==> config.mk <==
export PLATFORM = sky130hd
export DESIGN_NAME = ctrl_top
export DESIGN_NICKNAME = d
export VERILOG_FILES = /design/src/ctrl_pkg.sv /design/src/ctrl_fsm.sv /design/src/ctrl_top.sv /design/src/hazard_stall.sv /design/src/operand_fwd.sv
export VERILOG_INCLUDE_DIRS = /design/src
export SDC_FILE = /design/constraint.sdc
export NUM_CORES = 1
export LEC_CHECK = 0
export ABC_CLOCK_PERIOD_IN_PS = 2600
export BUFFER_PORTS_ARGS = -buffer_cell sky130_fd_sc_hd__clkbuf_2
export CORE_MARGIN = 2
export CORE_UTILIZATION = 45
export DETAILED_ROUTE_END_ITERATION = 8
export GPL_ROUTABILITY_DRIVEN = 0
export GPL_TIMING_DRIVEN = 0
export PLACE_DENSITY = 0.83
export SLEW_MARGIN = 20
export SYNTH_ARGS = -nofsm -noshare
export SYNTH_HDL_FRONTEND = slang
export SYNTH_SLANG_ARGS = --single-unit
==> constraint.sdc <==
create_clock -name clk -period 2.6 [get_ports clk]
set_input_delay 0.52 -clock clk [delete_from_list [all_inputs] [get_ports clk]]
set_output_delay 0.52 -clock clk [all_outputs]
set_load 0.1 [all_outputs]
==> src/ctrl_defines.svh <==
////////////////////////////////////////
// encodings shared with fetch and ID stage muxes
// changing a code here changes the package enums too
////////////////////////////////////////
`ifndef CTRL_DEFINES_SVH
`define CTRL_DEFINES_SVH

// pc source select, consumed by the fetch stage
`define CTRL_PC_MUX_W      3
`define CTRL_PC_BOOT       3'b000
`define CTRL_PC_JUMP       3'b010
`define CTRL_PC_BRANCH     3'b011
`define CTRL_PC_EXCEPTION  3'b100
`define CTRL_PC_ERET       3'b101
`define CTRL_PC_DBG_NPC    3'b111

// operand forwarding mux select in ID
`define CTRL_FW_SEL_W      2
`define CTRL_SEL_REGFILE   2'b00
`define CTRL_SEL_FW_EX     2'b01
`define CTRL_SEL_FW_WB     2'b10

// jump kind as reported by the decoder
`define CTRL_JUMP_W        2
`define CTRL_BRANCH_NONE   2'b00
`define CTRL_BRANCH_JAL    2'b01
`define CTRL_BRANCH_JALR   2'b10
`define CTRL_BRANCH_COND   2'b11

`endif

==> src/ctrl_pkg.sv <==
////////////////////////////////////////
// controller types, codes come from the defines header
////////////////////////////////////////
`default_nettype none

`include "ctrl_defines.svh"

package ctrl_pkg;

  // controller FSM states
  typedef enum logic [3:0] {
    RESET, BOOT_SET, SLEEP, FIRST_FETCH,
    DECODE, FLUSH_EX, FLUSH_WB,
    DBG_SIGNAL, DBG_SIGNAL_SLEEP, DBG_WAIT, DBG_WAIT_BRANCH, DBG_WAIT_SLEEP
  } ctrl_state_e;

  typedef enum logic [`CTRL_PC_MUX_W-1:0] {
    PC_BOOT      = `CTRL_PC_BOOT,
    PC_JUMP      = `CTRL_PC_JUMP,
    PC_BRANCH    = `CTRL_PC_BRANCH,
    PC_EXCEPTION = `CTRL_PC_EXCEPTION,
    PC_ERET      = `CTRL_PC_ERET,
    PC_DBG_NPC   = `CTRL_PC_DBG_NPC
  } pc_mux_e;

  typedef enum logic [`CTRL_FW_SEL_W-1:0] {
    SEL_REGFILE = `CTRL_SEL_REGFILE,
    SEL_FW_EX   = `CTRL_SEL_FW_EX,
    SEL_FW_WB   = `CTRL_SEL_FW_WB
  } fw_sel_e;

  typedef enum logic [`CTRL_JUMP_W-1:0] {
    BRANCH_NONE = `CTRL_BRANCH_NONE,
    BRANCH_JAL  = `CTRL_BRANCH_JAL,
    BRANCH_JALR = `CTRL_BRANCH_JALR,
    BRANCH_COND = `CTRL_BRANCH_COND
  } jump_kind_e;

  // pc update request towards the fetch stage
  typedef struct packed {
    logic    set;
    pc_mux_e mux;
  } pc_ctrl_t;

  // exception controller handshake strobes
  typedef struct packed {
    logic ack;
    logic save_if;
    logic save_id;
    logic save_takenbranch;
    logic restore_id;
  } exc_ctrl_t;

  typedef struct packed {
    logic halt_if;
    logic halt_id;
  } halt_t;

  // from the debug unit
  typedef struct packed {
    logic req;
    logic stall;
    logic jump_req;
  } dbg_in_t;

  // write enables and register match flags from the pipeline
  typedef struct packed {
    logic we_ex;
    logic we_wb;
    logic alu_we_fw;
    logic wb_is_a;
    logic wb_is_b;
    logic alu_is_a;
    logic alu_is_b;
  } wb_hazard_t;

  typedef struct packed {
    fw_sel_e a;
    fw_sel_e b;
  } fw_sel_t;

endpackage

`default_nettype wire

==> src/ctrl_fsm.sv <==
////////////////////////////////////////
// jumps resolve in ID, branches in EX
// all outputs are combinational from state and inputs
////////////////////////////////////////
`timescale 1ns/100ps
`default_nettype none

module ctrl_fsm (
  input  wire logic                  clk,
  input  wire logic                  rst_n,
  input  wire logic                  fetch_enable_i,
  input  wire logic                  instr_valid_i,
  input  wire logic                  eret_insn_i,
  input  wire logic                  pipe_flush_i,
  input  wire logic                  branch_taken_ex_i,
  input  ctrl_pkg::jump_kind_e       jump_in_id_i,
  input  ctrl_pkg::jump_kind_e       jump_in_dec_i,
  input  wire logic                  exc_req_i,
  input  wire logic                  ext_req_i,
  input  wire logic                  data_load_event_i,
  input  wire logic                  id_ready_i,
  input  wire logic                  ex_valid_i,
  input  ctrl_pkg::dbg_in_t          dbg_i,
  input  wire logic                  jr_stall_i,
  output logic                       ctrl_busy_o,
  output logic                       is_decoding_o,
  output logic                       instr_req_o,
  output ctrl_pkg::pc_ctrl_t         pc_o,
  output ctrl_pkg::exc_ctrl_t        exc_o,
  output ctrl_pkg::halt_t            halt_o,
  output logic                       dbg_ack_o
);

  ctrl_pkg::ctrl_state_e state_q;
  ctrl_pkg::ctrl_state_e state_d;

  // set once a jump or eret has redirected fetch for the ID instruction
  logic jump_done_q;
  logic jump_done;
  logic dec_is_jump;

  assign dec_is_jump = (jump_in_dec_i == ctrl_pkg::BRANCH_JAL) ||
                       (jump_in_dec_i == ctrl_pkg::BRANCH_JALR);

  ////////////////////////////////////////
  // next state and strobes
  ////////////////////////////////////////
  always_comb
  begin
    state_d       = state_q;
    jump_done     = jump_done_q;
    ctrl_busy_o   = 1'b1;
    instr_req_o   = 1'b1;
    is_decoding_o = 1'b0;
    pc_o.set      = 1'b0;
    pc_o.mux      = ctrl_pkg::PC_BOOT;
    exc_o         = '0;
    halt_o        = '0;
    dbg_ack_o     = 1'b0;

    case (state_q)
      ctrl_pkg::RESET:
      begin
        ctrl_busy_o = 1'b0;
        instr_req_o = 1'b0;
        // debug may enter before any fetch enable, npc is then unset
        if (fetch_enable_i)
          state_d = ctrl_pkg::BOOT_SET;
        else if (dbg_i.req)
          state_d = ctrl_pkg::DBG_SIGNAL;
      end

      ctrl_pkg::BOOT_SET:
      begin
        pc_o.set = 1'b1;
        pc_o.mux = ctrl_pkg::PC_BOOT;
        state_d  = ctrl_pkg::FIRST_FETCH;
      end

      ctrl_pkg::SLEEP:
      begin
        ctrl_busy_o    = 1'b0;
        instr_req_o    = 1'b0;
        halt_o.halt_if = 1'b1;
        halt_o.halt_id = 1'b1;
        // wake on fetch enable or a pending exception
        if (fetch_enable_i || exc_req_i)
          state_d = dbg_i.req ? ctrl_pkg::DBG_SIGNAL : ctrl_pkg::FIRST_FETCH;
        else if (dbg_i.req)
          state_d = ctrl_pkg::DBG_SIGNAL_SLEEP;
      end

      ctrl_pkg::FIRST_FETCH:
      begin
        // wait out the IF miss
        if (id_ready_i && !dbg_i.stall)
          state_d = ctrl_pkg::DECODE;
        // nothing is in ID yet so the IF pc is the one to save
        if (exc_req_i)
        begin
          pc_o.set      = 1'b1;
          pc_o.mux      = ctrl_pkg::PC_EXCEPTION;
          exc_o.ack     = 1'b1;
          exc_o.save_if = 1'b1;
        end
      end

      ctrl_pkg::DECODE:
      begin
        // ID instruction counts only when no taken branch kills it
        if (instr_valid_i && !branch_taken_ex_i)
        begin
          is_decoding_o = 1'b1;
          if (dec_is_jump)
          begin
            pc_o.mux = ctrl_pkg::PC_JUMP;
            // target is ready once the jr hazard is gone
            if (!jr_stall_i && !jump_done_q)
            begin
              pc_o.set  = 1'b1;
              jump_done = 1'b1;
            end
          end
          else if (exc_req_i)
          begin
            pc_o.set       = 1'b1;
            pc_o.mux       = ctrl_pkg::PC_EXCEPTION;
            exc_o.ack      = 1'b1;
            exc_o.save_id  = 1'b1;
            // keep the faulting instruction out of EX
            halt_o.halt_id = 1'b1;
          end

          if (eret_insn_i)
          begin
            pc_o.mux         = ctrl_pkg::PC_ERET;
            exc_o.restore_id = 1'b1;
            if (!jump_done_q)
            begin
              pc_o.set  = 1'b1;
              jump_done = 1'b1;
            end
          end

          // wfi, or eret back into sleep, drains EX and WB first
          if (pipe_flush_i || (eret_insn_i && !fetch_enable_i))
          begin
            halt_o.halt_if = 1'b1;
            halt_o.halt_id = 1'b1;
            state_d        = ctrl_pkg::FLUSH_EX;
          end
          else if (dbg_i.req)
          begin
            halt_o.halt_if = 1'b1;
            // leave only once the ID instruction has moved on
            if (id_ready_i)
            begin
              if (jump_in_id_i == ctrl_pkg::BRANCH_COND)
                state_d = ctrl_pkg::DBG_WAIT_BRANCH;
              else
                state_d = ctrl_pkg::DBG_SIGNAL;
            end
            // p.elw blocks ID, debug still enters
            else if (data_load_event_i)
              state_d = ctrl_pkg::DBG_SIGNAL;
          end
        end

        // interrupt with an empty ID stage
        if (!instr_valid_i && !branch_taken_ex_i && ext_req_i)
        begin
          pc_o.set       = 1'b1;
          pc_o.mux       = ctrl_pkg::PC_EXCEPTION;
          exc_o.ack      = 1'b1;
          exc_o.save_if  = 1'b1;
          halt_o.halt_id = 1'b1;
        end

        if (branch_taken_ex_i)
        begin
          pc_o.set = 1'b1;
          pc_o.mux = ctrl_pkg::PC_BRANCH;
          // interrupt returns to the branch target
          if (ext_req_i)
          begin
            pc_o.mux               = ctrl_pkg::PC_EXCEPTION;
            exc_o.ack              = 1'b1;
            exc_o.save_takenbranch = 1'b1;
            halt_o.halt_id         = 1'b1;
          end
          if (dbg_i.req)
            state_d = ctrl_pkg::DBG_SIGNAL;
        end
      end

      ctrl_pkg::FLUSH_EX:
      begin
        halt_o.halt_if = 1'b1;
        halt_o.halt_id = 1'b1;
        if (ex_valid_i)
          state_d = ctrl_pkg::FLUSH_WB;
      end

      ctrl_pkg::FLUSH_WB:
      begin
        halt_o.halt_if = 1'b1;
        halt_o.halt_id = 1'b1;
        if (fetch_enable_i)
        begin
          if (dbg_i.req)
            state_d = ctrl_pkg::DBG_SIGNAL;
          else
          begin
            state_d        = ctrl_pkg::DECODE;
            halt_o.halt_if = 1'b0;
          end
        end
        else
          state_d = dbg_i.req ? ctrl_pkg::DBG_SIGNAL_SLEEP : ctrl_pkg::SLEEP;
      end

      // branch in ID at debug entry, apply it before signalling
      ctrl_pkg::DBG_WAIT_BRANCH:
      begin
        halt_o.halt_if = 1'b1;
        if (branch_taken_ex_i)
        begin
          pc_o.set = 1'b1;
          pc_o.mux = ctrl_pkg::PC_BRANCH;
        end
        state_d = ctrl_pkg::DBG_SIGNAL;
      end

      ctrl_pkg::DBG_SIGNAL,
      ctrl_pkg::DBG_SIGNAL_SLEEP:
      begin
        dbg_ack_o      = 1'b1;
        halt_o.halt_if = 1'b1;
        if (state_q == ctrl_pkg::DBG_SIGNAL)
          state_d = ctrl_pkg::DBG_WAIT;
        else
          state_d = ctrl_pkg::DBG_WAIT_SLEEP;
      end

      // debugger owns the core here
      ctrl_pkg::DBG_WAIT,
      ctrl_pkg::DBG_WAIT_SLEEP:
      begin
        halt_o.halt_if = 1'b1;
        if (dbg_i.jump_req)
        begin
          pc_o.set = 1'b1;
          pc_o.mux = ctrl_pkg::PC_DBG_NPC;
        end
        if (!dbg_i.stall)
        begin
          if (state_q == ctrl_pkg::DBG_WAIT)
            state_d = ctrl_pkg::DECODE;
          else
            state_d = ctrl_pkg::SLEEP;
        end
      end

      default:
      begin
        instr_req_o = 1'b0;
        state_d     = ctrl_pkg::RESET;
      end
    endcase
  end

  always_ff @(posedge clk or negedge rst_n)
  begin
    if (!rst_n)
    begin
      state_q     <= ctrl_pkg::RESET;
      jump_done_q <= 1'b0;
    end
    else
    begin
      state_q     <= state_d;
      // cleared once ID accepts the next instruction
      jump_done_q <= jump_done & ~id_ready_i;
    end
  end

endmodule

`default_nettype wire

==> src/ctrl_top.sv <==
////////////////////////////////////////
// main controller, separate ID and EX stages
////////////////////////////////////////
`timescale 1ns/100ps
`default_nettype none

module ctrl_top (
  input  wire logic                  clk,
  input  wire logic                  rst_n,
  input  wire logic                  fetch_enable_i,
  input  wire logic                  instr_valid_i,
  input  wire logic                  illegal_insn_i,
  input  wire logic                  eret_insn_i,
  input  wire logic                  pipe_flush_i,
  input  wire logic                  data_req_ex_i,
  input  wire logic                  data_load_event_i,
  input  wire logic                  branch_taken_ex_i,
  input  ctrl_pkg::jump_kind_e       jump_in_id_i,
  input  ctrl_pkg::jump_kind_e       jump_in_dec_i,
  input  wire logic                  exc_req_i,
  input  wire logic                  ext_req_i,
  input  ctrl_pkg::dbg_in_t          dbg_i,
  input  ctrl_pkg::wb_hazard_t       haz_i,
  input  wire logic                  id_ready_i,
  input  wire logic                  ex_valid_i,
  output logic                       ctrl_busy_o,
  output logic                       is_decoding_o,
  output logic                       instr_req_o,
  output ctrl_pkg::pc_ctrl_t         pc_o,
  output ctrl_pkg::exc_ctrl_t        exc_o,
  output ctrl_pkg::halt_t            halt_o,
  output logic                       dbg_ack_o,
  output logic                       deassert_we_o,
  output logic                       load_stall_o,
  output logic                       jr_stall_o,
  output ctrl_pkg::fw_sel_t          fw_o
);

  // is_decoding_o and jr_stall_o also close the loop between FSM and hazards
  ctrl_fsm i_fsm (
    .clk               (clk),
    .rst_n             (rst_n),
    .fetch_enable_i    (fetch_enable_i),
    .instr_valid_i     (instr_valid_i),
    .eret_insn_i       (eret_insn_i),
    .pipe_flush_i      (pipe_flush_i),
    .branch_taken_ex_i (branch_taken_ex_i),
    .jump_in_id_i      (jump_in_id_i),
    .jump_in_dec_i     (jump_in_dec_i),
    .exc_req_i         (exc_req_i),
    .ext_req_i         (ext_req_i),
    .data_load_event_i (data_load_event_i),
    .id_ready_i        (id_ready_i),
    .ex_valid_i        (ex_valid_i),
    .dbg_i             (dbg_i),
    .jr_stall_i        (jr_stall_o),
    .ctrl_busy_o       (ctrl_busy_o),
    .is_decoding_o     (is_decoding_o),
    .instr_req_o       (instr_req_o),
    .pc_o              (pc_o),
    .exc_o             (exc_o),
    .halt_o            (halt_o),
    .dbg_ack_o         (dbg_ack_o)
  );

  hazard_stall i_hazard (
    .data_req_ex_i  (data_req_ex_i),
    .jump_in_dec_i  (jump_in_dec_i),
    .haz_i          (haz_i),
    .illegal_insn_i (illegal_insn_i),
    .is_decoding_i  (is_decoding_o),
    .load_stall_o   (load_stall_o),
    .jr_stall_o     (jr_stall_o),
    .deassert_we_o  (deassert_we_o)
  );

  operand_fwd i_fwd (
    .haz_i (haz_i),
    .fw_o  (fw_o)
  );

endmodule

`default_nettype wire

==> src/hazard_stall.sv <==
////////////////////////////////////////
// two-port register file, no operand c
////////////////////////////////////////
`timescale 1ns/100ps
`default_nettype none

module hazard_stall (
  input  wire logic              data_req_ex_i,
  input  ctrl_pkg::jump_kind_e   jump_in_dec_i,
  input  ctrl_pkg::wb_hazard_t   haz_i,
  input  wire logic              illegal_insn_i,
  input  wire logic              is_decoding_i,
  output logic                   load_stall_o,
  output logic                   jr_stall_o,
  output logic                   deassert_we_o
);

  always_comb
  begin
    load_stall_o  = 1'b0;
    jr_stall_o    = 1'b0;
    // no write back for instructions that are not really decoded
    deassert_we_o = !is_decoding_i || illegal_insn_i;

    // load in EX feeds an operand of the ID instruction
    if (data_req_ex_i && haz_i.we_ex && (haz_i.alu_is_a || haz_i.alu_is_b))
    begin
      load_stall_o  = 1'b1;
      deassert_we_o = 1'b1;
    end

    // jalr target register still in flight
    // the pc adder has no forward path so any match stalls
    if ((jump_in_dec_i == ctrl_pkg::BRANCH_JALR) &&
        ((haz_i.we_wb && haz_i.wb_is_a) ||
         (haz_i.we_ex && haz_i.alu_is_a) ||
         (haz_i.alu_we_fw && haz_i.alu_is_a)))
    begin
      jr_stall_o    = 1'b1;
      deassert_we_o = 1'b1;
    end
  end

endmodule

`default_nettype wire

==> src/operand_fwd.sv <==
////////////////////////////////////////
// EX result wins over WB on a double match
////////////////////////////////////////
`timescale 1ns/100ps
`default_nettype none

module operand_fwd (
  input  ctrl_pkg::wb_hazard_t haz_i,
  output ctrl_pkg::fw_sel_t    fw_o
);

  always_comb
  begin
    fw_o.a = ctrl_pkg::SEL_REGFILE;
    fw_o.b = ctrl_pkg::SEL_REGFILE;

    // WB to ID
    if (haz_i.we_wb)
    begin
      if (haz_i.wb_is_a)
        fw_o.a = ctrl_pkg::SEL_FW_WB;
      if (haz_i.wb_is_b)
        fw_o.b = ctrl_pkg::SEL_FW_WB;
    end

    // EX to ID, newer value so it overrides
    if (haz_i.alu_we_fw)
    begin
      if (haz_i.alu_is_a)
        fw_o.a = ctrl_pkg::SEL_FW_EX;
      if (haz_i.alu_is_b)
        fw_o.b = ctrl_pkg::SEL_FW_EX;
    end
  end

endmodule

`default_nettype wire

Word-level counts from Yosys, hierarchy flattened

Index checks and enable logic that the tools add are counted.
W data, S select, Z words.

Register bits after elaboration: 5
Output and inout bits: 22
Logic and storage cells: 135

Equal/unequal tests: 19
Mux-type cells: 78
Bitwise logic cells: 2
Reduce and logical (&&, ||, !) cells: 34

Operators with widths:

| cell                 | count |
|---|---|
| $mux W4              | 27 |
| $pmux W4 S10         | 1 |
| $mux W1              | 33 |
| $pmux W4 S5          | 1 |
| $mux W2              | 9 |
| $eq A4 B3 Y1 const B | 4 |
| $eq A4 B4 Y1 const B | 4 |
| $logic_and A1 B1 Y1  | 12 |
| $mux W3              | 4 |
| $reduce_or A10 Y1    | 1 |
| $eq A4 B2 Y1 const B | 2 |
| $logic_not A1 Y1     | 7 |
| $logic_or A1 B1 Y1   | 7 |
| $reduce_or A7 Y1     | 1 |
| $reduce_or A2 Y1     | 3 |
| $reduce_and A5 Y1    | 1 |
| $eq A2 B2 Y1 const B | 2 |
| $eq A4 B1 Y1 const B | 1 |
| $logic_not A4 Y1     | 1 |
| $ne A2 B2 Y1 const B | 2 |
| $pmux W2 S2          | 1 |
| $ne A3 B2 Y1 const B | 1 |
| $ne A3 B3 Y1 const B | 1 |
| $pmux W1 S3          | 1 |
| other kinds (6)      | 6 |

Longest topological paths before layout

Depth after elaboration: 15
Depth in mapped cells: 8
Depth with buffers taken out: 7

By module

A second synthesis with hierarchy kept.

Cell total of the unflattened synthesis: 156
Area total of the unflattened synthesis: 1037.2 um2

By module, submodules not included:

| module       | instances | cells an instance | area an instance (um2) | seq. area each (um2) |
|---|---|---|---|---|
| ctrl_fsm     | 1         | 144               | 959.7                  | 125.1 |
| hazard_stall | 1         | 6                 | 40.0                   | 0.0 |
| operand_fwd  | 1         | 6                 | 37.5                   | 0.0 |

Worst setup path after synthesis

No wires, ideal clock.

Path kind: register -> output
Start: register i_fsm.state_q[3]
End: output pc_o[2] (netlist name)
Data arrival time: 4.335 ns
Data required time: 2.080 ns
Slack: -2.255 ns
Stages on the path, launching flop included: 8
Buffers on the path: 0
Cells stage by stage: dfrtp_1 > nand2b_1 > nor3_1 > nand2_1 > inv_1 > a22oi_1 > o22ai_1 > a311o_1

RTL lines:

| what                   | line            | text |
|---|---|---|
| from (decl)            | ctrl_fsm.sv:34  | `ctrl_pkg::ctrl_state_e state_q;` |
| from (signal assigned) | ctrl_fsm.sv:276 | `state_q <= ctrl_pkg::RESET;` |
| from (signal assigned) | ctrl_fsm.sv:281 | `state_q <= state_d;` |
| to (decl)              | ctrl_top.sv:29  | `output ctrl_pkg::pc_ctrl_t pc_o,` |

==> results.md <==
* Outcome: finished, final reports clean
* Top_reg_cell synth: dfrtp_1
* Die area at between 2000 and 2500 sq um
* P_int at ~0.00067 W
* Register Area at 128 sq um
* Initial drt markers at roughly 70
* CP Capture Type: output pin
* Vias in the first global route at 1248
* Leakage at 0.700 nW
* Delay of the slowest critical-path stage at about 340 ps
* CTS tree: yes
* Pre-Repair DR Iteration Count at 4
* YS warnings at 0
* Post-synth cell types at 42
* CP bufs+invs at 4
* Area leader, netlist: dfrtp_1
* Met3 routed WL at between 300 and 400 microns
* Vias at between 1000 and 1500
* DRC Markers at 0
* Layout cell share with drive strength beyond 1 at 0.456
* Syn avg cell area at approximately 6.7 sq um
* Synth Area in Compound Gates at 0.375
* Final setup violating endpoints at 0
* # hold bufs at CTS at 0
* Slew Viols, Final at 0
* Power Total at 0.00195 W
* Post-synth top area share at 0.133
* WL final at 3360 microns
* Synth Area in Adders at 0.0665
* Slowest CP cell: a311o_2
* Die H at 49.7 microns
* Largest net degree at the start of global routing at 11
* Uppermost layer routed: met4
* # fillers at 171
* Initial core utilization at 0.480
* Fin nets at 229
* Detailed Place HPWL at 2560 microns
* Logic pwr share at 0.873
* # IOs at 50
* CP Launch Type: input pin
* Worst slew pin tran at 555 ps
* Clk_lat worst skew at 240 ps
* Worst-path cell chain: clkbuf_2 > nor2b_4 > clkbuf_8 > nand2_4 > clkinvlp_4 > a22oi_2 > o22ai_4 > a311o_2 > buf_12
* Synthesized instance count at 141
* Chip Width at 49.7 microns
* GRT Total Usage at 0.279
* Final hold viol count at 0
* Sequential power share at 0.082
* Initial antenna violation count at 0
* Xor and xnor fraction of the mapped netlist area at 0
* Main combinational cell family by area after synthesis: compound AO/OA/AOI/OAI gates
* First-pass GRT wire length at 5440 microns
* Number of core rows at 16
* Multiplexer share of the synthesized area at 0
* Setup Slack @ Placement at -156 ps
* Sequential share of the synthesized area at 0.133
* Post-Synth Simple-Gate Area at 0.360
* Clock Tree Root: clkbuf_4
* Most numerous cell in the Yosys netlist: nor2_1
* Area grow syn2layout at 57.7%
* Remaining global-route overflow at 0
* Setup Skew at 4.95 ps
* Largest fanout on the critical path at 9
* Final worst slack at between 80 and 90 ps
* Met1 Wirelength at 1220 microns
* EDFF count, synth at 0
* # H-tree levels at 1
* CP delay by family, top: compound AO/OA/AOI/OAI gates
* Asr flop ratio synth at 1.00
* Vias per inst at approximately 6.0
* Peak supply drop at about 1000 uV
* Fin crit period at about 2500 ps
* Multi-input gate area at 913 sq um
* Cell Area, Placed at about 1400 sq um
* Pwr dens at 1310 nW/um^2
* Achievable Freq at 397 MHz
* Sw Ratio at 0.655
* Setup CP Type: in -> out
* Post-synth top cells: nor2_1 (16), a21oi_1 (12), nand2_1 (12), o21ai_0 (10), clkbuf_1 (8)
* Hold Crit Class: in -> async
* CTS buffer count at 3
* Clk pin slew, worst setup/hold paths at 40 ps
* Design Area, Final at 1480 sq um
* Ant. Diodes at 0
* Clock Sinks at 5
* Tcrit/Tclk final at 0.968
* Clock power frac at 0.045
* RSZ-0062 raised after global routing: no
* Number of synthesized register bits at 5
* Routed wire per std cell at 15.1 microns
* Final core utilization at 0.756
* Final setup TNS at 0 ps
* Core outline area at 1960 sq um
* Slew margin rel. at 0.626
* Switching power at 0.00127 W
* CP arrival at 2000 ps
* Worst path required time at 2080 ps
* Post-Syn Nets at 174
* Synth top area cells: dfrtp_1 (13%), ha_1 (6.6%), a21oi_1 (6.4%)
* Synthesized area at 941 sq um
* Clock tree buffer depth at 2
* Routed Antenna Nets at 0
* MaxCap Viol Count at 0
* Met2 WL at 1760 microns
* Port Buffer Count at 49
metrics by stage:
stage	hold WS (ps)	instances
global route	84.8	222
global placement	334	217
detailed placement	339	217
floorplan	224	141
CTS	84.1	220
finish	84.0	222
logic make-up after synthesis:
group,count (synthesis)
AND/OR/NAND/NOR,64
AO/OA/AOI/OAI,51
buffers and inverters,16
adder cells (fa/ha/maj),5
flip-flops,5
worst reg2reg max path: stages (launching register included):
cell and delay [ps]:
dfrtp_2 460, or3_4 410, or4_1 480, o211a_2 180, a21boi_0 130, or2_1 230
placed cells by master (no fill, tap or decap), types with 2 or more instances in the layout:
cell type  instances
clkbuf_2          43
nor2_1            14
a21oi_1           12
nand2_1           10
o21ai_0            7
buf_4              6
inv_1              6
nand3_1            6
nor2b_1            5
ha_1               5
clkbuf_4           5
clkbuf_1           4
clkbuf_8           3
nor3_1             3
and2_1             3
a21o_1             3
dfrtp_1            3
a32o_1             2
o21ai_4            2
o22ai_4            2
nor2_2             2
and3_1             2
or4_1              2
or2_2              2
a21boi_0           2
o32ai_1            2
o211ai_1           2
and3b_1            2
dfrtp_2            2
per-layer routing:
metal,up-vias,track usage
li1,638,-
met1,613,0.332
met2,75,0.500
met3,6,0.0818
met4,0,0.0417
met5,-,0
worst paths after layout:
check                                                  start                      endpoint  slack (ps)  depth (start not counted)
worst min register to register   i_fsm.jump_done_q$_DFF_PN0_   i_fsm.jump_done_q$_DFF_PN0_         550                          1
min in group clk                 i_fsm.jump_done_q$_DFF_PN0_   i_fsm.jump_done_q$_DFF_PN0_         550                          1
max in group asynchronous                              rst_n  i_fsm.state_q[0]$_DFFE_PN0P_        2360                          1
worst min-delay path                                   rst_n  i_fsm.state_q[1]$_DFFE_PN0P_          80                          1
worst max register to register  i_fsm.state_q[0]$_DFFE_PN0P_  i_fsm.state_q[1]$_DFFE_PN0P_         600                          5
worst max-delay path                           instr_valid_i                       pc_o[2]          80                          9
power by group through the flow:
stage          logic [W]  registers [W]  clock network (W)
2_1_floorplan    0.00131       0.000143                  0
3_3_place_gp     0.00154       0.000153                  0
3_5_place_dp     0.00155       0.000154                  0
4_1_cts          0.00164       0.000154          0.0000905
5_1_grt          0.00177       0.000164          0.0000969
6_report         0.00170       0.000159          0.0000881
flip-flops by register name, summed over array words and instances (netlist names):
signal             count
i_fsm.state_q          4
i_fsm.jump_done_q      1
final cells by class:
class,instances,area share
flip-flops and latches,5,0.0860
plain buffers,8,0.0320
clock buffers,4,0.0177
inverters,7,0.0202
multi-input cells,120,0.616
well taps,27,0.0228
repair buffers,51,0.206
timing repair:
item	CTS	global route
pin swaps	0	3
setup endpoints to repair	9	7
resized for setup	17	13
buffers inserted	0	2
No activity file was read; power rests on OpenSTA's default activity.
